### src/common/udp_defs.svh
`ifndef UDP_DEFS_SVH
`define UDP_DEFS_SVH

// ----------------------------------------------------------------------
// datagram geometry
// ----------------------------------------------------------------------

// UDP header, source port + destination port + length + checksum
`define UDP_HDR_LEN 8

// ----------------------------------------------------------------------
// buffer sizing
// ----------------------------------------------------------------------

// payload bytes held by the store-and-forward buffer
`define UDP_FIFO_DEPTH 256

// committed datagrams waiting for the framer
`define UDP_META_DEPTH 4

`endif

### src/common/udp_pkg.sv
`default_nettype none

`include "udp_defs.svh"

package udp_pkg;

  // ----------------------------------------------------------------------
  // basic field types
  // ----------------------------------------------------------------------

  typedef logic [7:0] byte_t;

  typedef logic [15:0] port_t;

  // length field of the UDP header, header bytes included
  typedef logic [15:0] udp_len_t;

  localparam int FIFO_AW = $clog2(`UDP_FIFO_DEPTH);

  // the extra top bit tells a full buffer from an empty one
  typedef logic [FIFO_AW:0] fifo_ptr_t;

  // ----------------------------------------------------------------------
  // datagram metadata
  // ----------------------------------------------------------------------

  typedef struct packed {
    port_t    src_port;
    udp_len_t len;
  } udp_meta_t;

  // ----------------------------------------------------------------------
  // state machines
  // ----------------------------------------------------------------------

  typedef enum logic [1:0] {
    RX_HDR,
    RX_PAYLOAD,
    RX_DROP
  } rx_state_t;

  typedef enum logic [1:0] {
    TX_IDLE,
    TX_HDR,
    TX_PAYLOAD
  } tx_state_t;

endpackage

`default_nettype wire

### src/common/udp_payload_if.sv
`default_nettype none

interface udp_payload_if import udp_pkg::*; ();

  // payload byte stream
  byte_t     data;
  logic      last;
  logic      valid;
  logic      ready;

  // datagram close on the write side, one cycle each
  logic      commit;
  logic      drop;

  // on the write side meta_ready means a metadata slot is free
  udp_meta_t meta;
  logic      meta_valid;
  logic      meta_ready;

  modport wr_src (
    output data, valid, commit, drop, meta,
    input  ready, meta_ready
  );

  modport wr_dst (
    input  data, valid, commit, drop, meta,
    output ready, meta_ready
  );

  modport rd_src (
    output data, valid, last, meta, meta_valid,
    input  ready, meta_ready
  );

  modport rd_dst (
    input  data, valid, last, meta, meta_valid,
    output ready, meta_ready
  );

endinterface

`default_nettype wire

### src/udp_rx/udp_rx_parser.sv
`default_nettype none

`include "udp_defs.svh"

module udp_rx_parser import udp_pkg::*; (
  input  logic          clk,
  input  logic          fsm_rst,
  input  port_t         local_port,
  input  byte_t         rx_data,
  input  logic          rx_valid,
  output logic          rx_ready,
  input  logic          rx_sof,
  input  logic          rx_eof,
  udp_payload_if.wr_src wr,
  output logic [15:0]   drop_count
);

  rx_state_t                     state;
  udp_len_t                      byte_cnt;
  udp_len_t                      cnt_nxt;
  udp_len_t                      hdr_len;
  udp_len_t                      len_nxt;
  port_t                         dst_nxt;
  logic [`UDP_HDR_LEN-1:0][7:0]  hdr_q;
  logic [`UDP_HDR_LEN-1:0][7:0]  hdr_nxt;
  logic                          beat;
  logic                          hdr_ok;
  logic                          commit_q;
  logic                          drop_q;

  // ----------------------------------------------------------------------
  // header view and checks
  // ----------------------------------------------------------------------

  assign beat    = rx_valid && rx_ready;
  assign cnt_nxt = (rx_sof ? '0 : byte_cnt) + 1'b1;

  // newest byte enters at index 0, so the first byte ends up at the top
  assign hdr_nxt = {hdr_q[`UDP_HDR_LEN-2:0], rx_data};
  assign dst_nxt = hdr_nxt[5:4];
  assign len_nxt = hdr_nxt[3:2];
  assign hdr_len = hdr_q[3:2];

  assign hdr_ok = (dst_nxt == local_port) &&
                  (len_nxt >= udp_len_t'(`UDP_HDR_LEN)) &&
                  (len_nxt <= udp_len_t'(`UDP_HDR_LEN + `UDP_FIFO_DEPTH));

  // ----------------------------------------------------------------------
  // stream side
  // ----------------------------------------------------------------------

  always_comb begin
    case (state)
      // a new datagram only starts once its metadata has somewhere to go
      RX_HDR:     rx_ready = (byte_cnt != '0) || wr.meta_ready;
      RX_PAYLOAD: rx_ready = wr.ready;
      default:    rx_ready = 1'b1;
    endcase
  end

  assign wr.data          = rx_data;
  assign wr.valid         = (state == RX_PAYLOAD) && rx_valid;
  assign wr.commit        = commit_q;
  assign wr.drop          = drop_q;
  assign wr.meta.src_port = hdr_q[7:6];
  assign wr.meta.len      = hdr_len;

  always_ff @(posedge clk) begin
    if (beat && state == RX_HDR) begin
      hdr_q <= hdr_nxt;
    end
  end

  // ----------------------------------------------------------------------
  // FSM
  // ----------------------------------------------------------------------

  always_ff @(posedge clk) begin
    if (fsm_rst) begin
      state      <= RX_HDR;
      byte_cnt   <= '0;
      commit_q   <= 1'b0;
      drop_q     <= 1'b0;
      drop_count <= '0;
    end else begin
      commit_q <= 1'b0;
      drop_q   <= 1'b0;
      if (drop_q) begin
        drop_count <= drop_count + 1'b1;
      end
      if (beat) begin
        byte_cnt <= cnt_nxt;
        case (state)
          RX_HDR: begin
            if (rx_eof) begin
              byte_cnt <= '0;
              // ending right after the header is only fine when length says 8
              if (cnt_nxt == udp_len_t'(`UDP_HDR_LEN) && hdr_ok &&
                  len_nxt == udp_len_t'(`UDP_HDR_LEN)) begin
                commit_q <= 1'b1;
              end else begin
                drop_q <= 1'b1;
              end
            end else if (cnt_nxt == udp_len_t'(`UDP_HDR_LEN)) begin
              if (hdr_ok && len_nxt != udp_len_t'(`UDP_HDR_LEN)) begin
                state <= RX_PAYLOAD;
              end else begin
                state <= RX_DROP;
              end
            end
          end
          RX_PAYLOAD: begin
            if (rx_eof) begin
              byte_cnt <= '0;
              state    <= RX_HDR;
              if (cnt_nxt == hdr_len) begin
                commit_q <= 1'b1;
              end else begin
                drop_q <= 1'b1;
              end
            end else if (cnt_nxt == hdr_len) begin
              // the length field runs out before eof and the rest is dropped
              state <= RX_DROP;
            end
          end
          default: begin
            if (rx_eof) begin
              byte_cnt <= '0;
              state    <= RX_HDR;
              drop_q   <= 1'b1;
            end
          end
        endcase
      end
    end
  end

  a_commit_drop_excl: assert property (@(posedge clk) disable iff (fsm_rst)
    !(wr.commit && wr.drop));

  // header bytes never reach the buffer
  a_no_write_in_hdr: assert property (@(posedge clk) disable iff (fsm_rst)
    wr.valid |-> byte_cnt >= udp_len_t'(`UDP_HDR_LEN));

endmodule

`default_nettype wire

### src/design/udp_payload_fifo.sv
`default_nettype none

`include "udp_defs.svh"

module udp_payload_fifo import udp_pkg::*; (
  input  logic          clk,
  input  logic          fsm_rst,
  udp_payload_if.wr_dst wr,
  udp_payload_if.rd_src rd
);

  localparam int MAW = $clog2(`UDP_META_DEPTH);

  byte_t        mem [`UDP_FIFO_DEPTH];
  fifo_ptr_t    spec_ptr;
  fifo_ptr_t    cmt_ptr;
  fifo_ptr_t    rd_ptr;
  logic         full;
  logic         wr_push;
  logic         rd_pop;
  logic         meta_pop;

  udp_meta_t    meta_mem [`UDP_META_DEPTH];
  fifo_ptr_t    last_mem [`UDP_META_DEPTH];
  logic [MAW:0] mq_wr;
  logic [MAW:0] mq_rd;
  logic [MAW:0] mq_last;
  logic [MAW:0] mq_used;

  // ----------------------------------------------------------------------
  // write side
  // ----------------------------------------------------------------------

  assign full = (spec_ptr[FIFO_AW] != rd_ptr[FIFO_AW]) &&
                (spec_ptr[FIFO_AW-1:0] == rd_ptr[FIFO_AW-1:0]);

  assign wr.ready   = !full;
  assign wr_push    = wr.valid && !full;

  // an entry stays taken until the last byte of its datagram is read
  assign mq_used       = mq_wr - mq_last;
  assign wr.meta_ready = (int'(mq_used) + int'(wr.commit)) < `UDP_META_DEPTH;

  always_ff @(posedge clk) begin
    if (wr_push) begin
      mem[spec_ptr[FIFO_AW-1:0]] <= wr.data;
    end
    if (wr.commit) begin
      meta_mem[mq_wr[MAW-1:0]] <= wr.meta;
      last_mem[mq_wr[MAW-1:0]] <= spec_ptr - 1'b1;
    end
  end

  // ----------------------------------------------------------------------
  // read side
  // ----------------------------------------------------------------------

  assign rd.valid      = rd_ptr != cmt_ptr;
  assign rd.data       = mem[rd_ptr[FIFO_AW-1:0]];
  assign rd.last       = rd_ptr == last_mem[mq_last[MAW-1:0]];
  assign rd.meta       = meta_mem[mq_rd[MAW-1:0]];
  assign rd.meta_valid = mq_rd != mq_wr;
  assign rd_pop        = rd.valid && rd.ready;
  assign meta_pop      = rd.meta_valid && rd.meta_ready;

  always_ff @(posedge clk) begin
    if (fsm_rst) begin
      spec_ptr <= '0;
      cmt_ptr  <= '0;
      rd_ptr   <= '0;
      mq_wr    <= '0;
      mq_rd    <= '0;
      mq_last  <= '0;
    end else begin
      if (wr.drop) begin
        spec_ptr <= cmt_ptr;
      end else if (wr_push) begin
        spec_ptr <= spec_ptr + 1'b1;
      end
      if (wr.commit) begin
        cmt_ptr <= spec_ptr;
        mq_wr   <= mq_wr + 1'b1;
      end
      if (meta_pop) begin
        mq_rd <= mq_rd + 1'b1;
      end
      if (rd_pop) begin
        rd_ptr <= rd_ptr + 1'b1;
      end
      // a header-only datagram has no last byte and frees its entry at pop
      if ((rd_pop && rd.last) ||
          (meta_pop && rd.meta.len == udp_len_t'(`UDP_HDR_LEN))) begin
        mq_last <= mq_last + 1'b1;
      end
    end
  end

  // occupancy never passes the depth
  a_no_write_full: assert property (@(posedge clk) disable iff (fsm_rst)
    (spec_ptr - rd_ptr) <= fifo_ptr_t'(`UDP_FIFO_DEPTH));

  a_no_meta_overflow: assert property (@(posedge clk) disable iff (fsm_rst)
    wr.commit |-> mq_used < (MAW+1)'(`UDP_META_DEPTH));

endmodule

`default_nettype wire

### src/udp_tx/udp_tx_framer.sv
`default_nettype none

`include "udp_defs.svh"

module udp_tx_framer import udp_pkg::*; (
  input  logic          clk,
  input  logic          fsm_rst,
  input  port_t         local_port,
  udp_payload_if.rd_dst rd,
  output byte_t         tx_data,
  output logic          tx_valid,
  input  logic          tx_ready,
  output logic          tx_sof,
  output logic          tx_eof
);

  localparam int HDR_CW = $clog2(`UDP_HDR_LEN);

  tx_state_t                    state;
  logic [`UDP_HDR_LEN-1:0][7:0] hdr_q;
  logic [HDR_CW-1:0]            hdr_cnt;
  logic                         hdr_last;
  logic                         zero_pl;

  assign hdr_last      = hdr_cnt == HDR_CW'(`UDP_HDR_LEN - 1);
  assign rd.meta_ready = state == TX_IDLE;
  assign rd.ready      = (state == TX_PAYLOAD) && tx_ready;

  // ----------------------------------------------------------------------
  // output mux
  // ----------------------------------------------------------------------

  always_comb begin
    tx_valid = 1'b0;
    tx_data  = hdr_q[`UDP_HDR_LEN-1];
    tx_sof   = 1'b0;
    tx_eof   = 1'b0;
    case (state)
      TX_HDR: begin
        tx_valid = 1'b1;
        tx_sof   = hdr_cnt == '0;
        tx_eof   = hdr_last && zero_pl;
      end
      TX_PAYLOAD: begin
        // payload is already committed so it streams without gaps
        tx_valid = rd.valid;
        tx_data  = rd.data;
        tx_eof   = rd.last;
      end
      default: begin
      end
    endcase
  end

  // ----------------------------------------------------------------------
  // FSM
  // ----------------------------------------------------------------------

  always_ff @(posedge clk) begin
    if (fsm_rst) begin
      state   <= TX_IDLE;
      hdr_cnt <= '0;
    end else begin
      case (state)
        TX_IDLE: begin
          if (rd.meta_valid) begin
            state   <= TX_HDR;
            hdr_cnt <= '0;
          end
        end
        TX_HDR: begin
          if (tx_ready) begin
            hdr_cnt <= hdr_cnt + 1'b1;
            if (hdr_last) begin
              state <= zero_pl ? TX_IDLE : TX_PAYLOAD;
            end
          end
        end
        default: begin
          if (rd.valid && tx_ready && rd.last) begin
            state <= TX_IDLE;
          end
        end
      endcase
    end
  end

  // reply swaps the ports, keeps the length and sends a zero checksum
  always_ff @(posedge clk) begin
    if (state == TX_IDLE && rd.meta_valid) begin
      hdr_q   <= {local_port, rd.meta.src_port, rd.meta.len, 16'h0000};
      zero_pl <= rd.meta.len == udp_len_t'(`UDP_HDR_LEN);
    end else if (state == TX_HDR && tx_ready) begin
      hdr_q <= hdr_q << 8;
    end
  end

  a_tx_hold: assert property (@(posedge clk) disable iff (fsm_rst)
    (tx_valid && !tx_ready) |=> $stable(tx_data));

endmodule

`default_nettype wire

### src/design/udp_echo_top.sv
`default_nettype none

module udp_echo_top import udp_pkg::*; (
  input  logic        clk,
  input  logic        fsm_rst,
  input  port_t       local_port,

  input  byte_t       rx_data,
  input  logic        rx_valid,
  output logic        rx_ready,
  input  logic        rx_sof,
  input  logic        rx_eof,

  output byte_t       tx_data,
  output logic        tx_valid,
  input  logic        tx_ready,
  output logic        tx_sof,
  output logic        tx_eof,

  output logic [15:0] drop_count
);

  // parser to buffer, and buffer to framer
  udp_payload_if rx_if ();
  udp_payload_if tx_if ();

  udp_rx_parser rx_parser_i (
    .clk        (clk),
    .fsm_rst    (fsm_rst),
    .local_port (local_port),
    .rx_data    (rx_data),
    .rx_valid   (rx_valid),
    .rx_ready   (rx_ready),
    .rx_sof     (rx_sof),
    .rx_eof     (rx_eof),
    .wr         (rx_if.wr_src),
    .drop_count (drop_count)
  );

  udp_payload_fifo payload_fifo_i (
    .clk     (clk),
    .fsm_rst (fsm_rst),
    .wr      (rx_if.wr_dst),
    .rd      (tx_if.rd_src)
  );

  udp_tx_framer tx_framer_i (
    .clk        (clk),
    .fsm_rst    (fsm_rst),
    .local_port (local_port),
    .rd         (tx_if.rd_dst),
    .tx_data    (tx_data),
    .tx_valid   (tx_valid),
    .tx_ready   (tx_ready),
    .tx_sof     (tx_sof),
    .tx_eof     (tx_eof)
  );

endmodule

`default_nettype wire

### config.mk
export PLATFORM = sky130hd
export DESIGN_NAME = udp_echo_top
export DESIGN_NICKNAME = d
export VERILOG_FILES = /design/src/common/udp_pkg.sv /design/src/common/udp_payload_if.sv /design/src/udp_rx/udp_rx_parser.sv /design/src/design/udp_payload_fifo.sv /design/src/udp_tx/udp_tx_framer.sv /design/src/design/udp_echo_top.sv
export VERILOG_INCLUDE_DIRS = /design/src /design/src/common
export SDC_FILE = /design/constraint.sdc
export NUM_CORES = 2
export LEC_CHECK = 0
export ABC_AREA = 1
export BUFFER_PORTS_ARGS = -buffer_cell sky130_fd_sc_hd__buf_4
export CORE_MARGIN = 3
export CORE_UTILIZATION = 45
export CTS_BUF_LIST = sky130_fd_sc_hd__clkbuf_4 sky130_fd_sc_hd__clkbuf_8
export CTS_CLUSTER_DIAMETER = 40
export CTS_CLUSTER_SIZE = 40
export DETAILED_ROUTE_END_ITERATION = 6
export GPL_ROUTABILITY_DRIVEN = 0
export SYNTH_ARGS = -nofsm -noshare
export SYNTH_HDL_FRONTEND = slang
export SYNTH_HIERARCHICAL = 1
export SYNTH_SLANG_ARGS = --single-unit
### constraint.sdc
create_clock -name clk -period 4.19 [get_ports clk]
set_input_delay 0.6285 -clock clk [delete_from_list [all_inputs] [get_ports clk]]
set_output_delay 0.6285 -clock clk [all_outputs]
set_load 0.03 [all_outputs]
==> out/metrics.sh <==
DRT_ITER0_DRC=8920
FP.DIEAREA_UM2=227000
HOLD_PATH.CLASS='input port to flip-flop'
FINALSETUPVIOLCOUNT=8
PLACEABLECOREAREA_UM2=220000
FINISH.NET_COUNT=8967
PRE_CTS_SETUP_SLACK_PS=143
SETUP_REPAIR_AFTER_GLOBAL_ROUTING_MISSED_ITS_MARGIN='yes'
SYNTH_COMMON_CELLS='sky130_fd_sc_hd__nand2_1 (2,539), sky130_fd_sc_hd__edfxtp_1 (2,325), sky130_fd_sc_hd__nand3_1 (2,165)'
FIN_WORST_SKEW_PS=87.4
CTS-HTREE-LEVELS=5
FINAL_CRITICAL_PATH_SETUP_SLACK_PS=-191
YOSYSSEQAREASHARE_PCT=71.8
RRSETUPSLACK_PS=430
POST_PLACE_CELLS=11400
DRIVE_ABOVE_1_SHARE_PCT=16.6
DETAIL_ROUTE.WIRELENGTH_UM=298000
WORSTMARGINPINSLEW_PS=1240
WORST-ENDPOINT-ARRIVAL_PS=3750
SHARE_SEQ_OF_TOTAL_POWER_PCT=55.2
YOSYSWARNINGCOUNT=6
SYNTH.LIB_CELLS_USED.DISTINCT=54
COMBPWRFRAC_PCT=1.8
P_SW_SHARE_PCT=22.2
FINAL.PERIOD_UTILIZATION_PCT=105
DIEWIDTH_UM=477
CLOCK_INSERTION_DELAY_WORST_SKEW_PS=1070
PORT_BUFFERS=57
YS_FF_LATCH=2414
VIA_PER_INST=5.73
TOP_FLIP_FLOP_CELL_BY_INSTANCE_COUNT_AFTER_SYNTHESIS='sky130_fd_sc_hd__edfxtp_1'
TRITONCTS_CLOCK_TREE='built'
POST-ROUTE-MIN-PERIOD_PS=4380
MAX-SLEW-MARGIN-REL_PCT=17.4
CLOCK_SINK_COUNT=2414
DRT-WIRELENGTH-PER-CELL_UM=24.5
HPWL_UM=167000
FF2FF_PATH_DEPTH=16
POWER_PER_CELL_AREA_nW_PER_UM2=412
CRIT_PATH_START_KIND='flip-flop'
NETS_IN_THE_SYNTHESIZED_NETLIST=8685
CTS_INSERTED_BUFFERS=341
COUNT_OF_STANDARD_CELL_ROWS=172
FIRST_GLOBAL_VIAS=66400
VIOLATIONS='design-rule violations, negative setup slack'
SYNTH.TOP_CELL.AREA_SHARE_PCT=70.1
SYNTH_LARGEST_AREA_CELL='sky130_fd_sc_hd__edfxtp_1'
NETLIST_INSTANCES=8635
CRIT_REQUIRED_PS=3560
CHIPHEIGHT_UM=477
P_SWITCHING_uW=10700
GROUTE.USAGE.OVERALL_PCT=25.4
ANTENNA_FOUND_INITIAL=10
WIRE_LENGTH_OF_THE_FIRST_GLOBAL_ROUTING_PASS_UM=437000
POST_SYNTH_MAIN_AREA_CONTRIBUTORS='sky130_fd_sc_hd__edfxtp_1 (70%), sky130_fd_sc_hd__nand3_1 (11%), sky130_fd_sc_hd__nand2_1 (9.6%)'
DETAIL-ROUTE-ANTENNA-NETS=0
GRT_REMAINING_OVERFLOW=0
INITIAL_UTILIZATION_PCT=45.3
SYNTHTOLAYOUTAREAGROWTH_PCT=17.4
PATH_CLK_SLEW_PS=80
DRT_PASS1_ITERATIONS=7
R2R_START='payload_fifo_i/mq_wr[0]$_SDFFE_PP0P_'
AVERAGE_CELL_AREA_AFTER_SYNTHESIS_UM2=11.5
SYN-CELL-AREA_UM2=99700
WORST_SUPPLY_VOLTAGE_DROP_ON_VDD_uV=289
REPORT.FINAL.HOLD_VIOL_COUNT=0
CTS-ROOT-BUF='sky130_fd_sc_hd__clkbuf_8'
SYNTHMOSTINSTANTIATEDCELL='sky130_fd_sc_hd__nand2_1'
WORST-PATH-MAX-FANOUT=23
GRT_MAX_DEGREE=137
FLOORPLAN.IO_PINS=58
SYNTH_EDF_COUNT=2325
INTERNAL-POWER_uW=37500
FMAX_MHz=228
TIMING.SETUP.CRITICAL_PATH_CLASS='flip-flop to output port'
KIND_OF_END_POINT_OF_THE_CRITICAL_PATH='output port'
POWER_FRAC_CLOCK_PCT=42.9
WORST_REG2REG_PATH_ENDPOINT='rx_parser_i/byte_cnt[12]$_SDFFE_PP0N_'
P_LEAK_uW=0.0414
SETUP.WORST_PATH.END='tx_data[2]'
VIAS=69500
SYNTH_ASYNC_SR_FLOP_SHARE_PCT=0
SLEW_VIOL_FINAL=0
OUTCOME='finished, violations left'
FINAL.HOLD.WORST_SLACK_PS=104
FINAL_CELLS=12100
CTS_BUFFER_DEPTH=4
CAP_VIOL_MAX_COUNT=0
REMAINING_DRC_ERRORS=1
[cell families (layout without fill, tap and decap cells)]
kind of cell | Yosys count | after routing | synth area share (%)
other | 0 | 7 | 0
multiplexers | 8 | 8 | 0.0904
flip-flops | 2414 | 2414 | 71.8
buffers and inverters | 756 | 1293 | 3.61
AO/OA/AOI/OAI | 185 | 185 | 1.03
adder cells (fa/ha/maj) | 20 | 20 | 0.259
XOR/XNOR | 35 | 35 | 0.308
AND/OR/NAND/NOR | 5217 | 5217 | 22.9
[cells in the final DEF, fill, tap and decap left out, types with 57 or more instances in the layout]
cell,Yosys,layout
sky130_fd_sc_hd__nand2_1,2539,2498
sky130_fd_sc_hd__dfxtp_1,89,80
sky130_fd_sc_hd__inv_1,161,152
sky130_fd_sc_hd__a21oi_1,57,57
sky130_fd_sc_hd__edfxtp_1,2325,2325
sky130_fd_sc_hd__nand3_1,2165,1860
sky130_fd_sc_hd__o21ai_0,74,74
sky130_fd_sc_hd__nor2_1,383,383
sky130_fd_sc_hd__clkbuf_8,0,351
sky130_fd_sc_hd__nand3_2,9,242
sky130_fd_sc_hd__buf_12,1,62
sky130_fd_sc_hd__buf_4,60,302
sky130_fd_sc_hd__nand3_4,4,76
[cell type report]
type / count / area, um^2
clock buffers: 375 / 5010
inverters: 180 / 741
diodes: 7 / 17.5
multi-input cells: 5465 / 26800
fillers: 18500 / 103000
well taps: 2958 / 3700
repair inverters: 6 / 75.1
clock inverters: 223 / 2550
flip-flops and latches: 2414 / 71600
repair buffers: 509 / 6470
[stage by stage]
| step | utilization, % | cell area [um^2] | total power [uW] | setup TNS, ps |
|---|---|---|---|---|
| after CTS | 52.7 | 116000 | 48500 | -1760 |
| after global routing | 53.2 | 117000 | 49600 | -2170 |
| final | 53.2 | 117000 | 48100 | -1390 |
| after global placement | 47.5 | 105000 | 28000 | 0 |
| after floorplan | - | 99700 | 27500 | 0 |
| after detailed placement | 47.5 | 105000 | 28000 | 0 |
[per-layer routing]
| metal | global-route usage [%] | vias to the layer above | wire (um) |
|---|---|---|---|
| met5 | 0 | - | 0 |
| li1 | - | 31100 | - |
| met1 | 36.0 | 34300 | 123000 |
| met2 | 39.3 | 3596 | 136000 |
| met3 | 5.19 | 539 | 29100 |
| met4 | 8.83 | 0 | 9760 |
[power by group through the flow]
stage	registers [uW]	clock network [uW]	logic (uW)
2_1_floorplan	27100	0	433
3_3_place_gp	27100	0	841
3_5_place_dp	27100	0	853
4_1_cts	26600	21000	885
5_1_grt	26600	22000	944
6_report	26600	20700	884
[repair_timing]
action                                 in CTS  in global routing
hold buffers                               26                  0
pin swaps                                  72                 59
endpoints found under the hold margin     106                  0
gates cloned                               40                  9
gates resized for setup                   391                156
buffers inserted                           45                  4
setup endpoints to repair                   9                 10
[state kept, by name (all words and copies together), names as in the netlist, named ones only]
| name | count |
|---|---|
| rx_parser_i/byte_cnt | 16 |
| payload_fifo_i/spec_ptr | 9 |
| payload_fifo_i/last_mem | 36 |
| rx_parser_i/dst_nxt | 8 |
| payload_fifo_i/mq_rd | 3 |
| tx_framer_i/state | 2 |
| rx_parser_i/drop_count | 16 |
| tx_framer_i/zero_pl | 1 |
| payload_fifo_i/rd_ptr | 9 |
| payload_fifo_i/meta_mem | 128 |
| payload_fifo_i/cmt_ptr | 9 |
| payload_fifo_i/mem | 2048 |
| tx_framer_i/hdr_cnt | 3 |
| payload_fifo_i/mq_wr | 3 |
| rx_parser_i/wr.meta | 32 |
| rx_parser_i/hdr_nxt | 24 |
| rx_parser_i/wr.drop | 1 |
| rx_parser_i/wr.commit | 1 |
| rx_parser_i/state | 2 |
| tx_framer_i/hdr_q | 48 |
| payload_fifo_i/mq_last | 3 |
[critical path: stages, from the launching register on]
cell,delay (ps)
sky130_fd_sc_hd__dfxtp_4,430
sky130_fd_sc_hd__buf_12,200
sky130_fd_sc_hd__inv_16,90
sky130_fd_sc_hd__buf_16,190
sky130_fd_sc_hd__buf_16,200
sky130_fd_sc_hd__nand2_1,70
sky130_fd_sc_hd__nand3_1,80
sky130_fd_sc_hd__nand3_1,120
sky130_fd_sc_hd__nand3_2,130
sky130_fd_sc_hd__nand3_4,130
sky130_fd_sc_hd__nand3_4,130
sky130_fd_sc_hd__nand3_4,130
sky130_fd_sc_hd__nand2_1,90
sky130_fd_sc_hd__nand2_4,100
sky130_fd_sc_hd__nand2_4,100
sky130_fd_sc_hd__mux2_2,280
sky130_fd_sc_hd__buf_6,140
[worst min path at each step]
stage / endpoint / slack, ps / depth (start not counted) / startpoint
2_1_floorplan: rx_parser_i/hdr_nxt[16]$_DFFE_PP_ / 400 / 0 / rx_parser_i/hdr_nxt[8]$_DFFE_PP_
3_3_place_gp: rx_parser_i/hdr_nxt[20]$_DFFE_PP_ / 400 / 0 / rx_parser_i/hdr_nxt[12]$_DFFE_PP_
3_5_place_dp: rx_parser_i/hdr_nxt[23]$_DFFE_PP_ / 410 / 0 / rx_parser_i/hdr_nxt[15]$_DFFE_PP_
4_1_cts: rx_parser_i/hdr_nxt[15]$_DFFE_PP_ / 20 / 1 / rx_data[7]
5_1_grt: rx_parser_i/hdr_nxt[15]$_DFFE_PP_ / 60 / 1 / rx_data[7]
6_report: rx_parser_i/hdr_nxt[15]$_DFFE_PP_ / 100 / 1 / rx_data[7]
No activity file was read; power rests on OpenSTA's default activity.
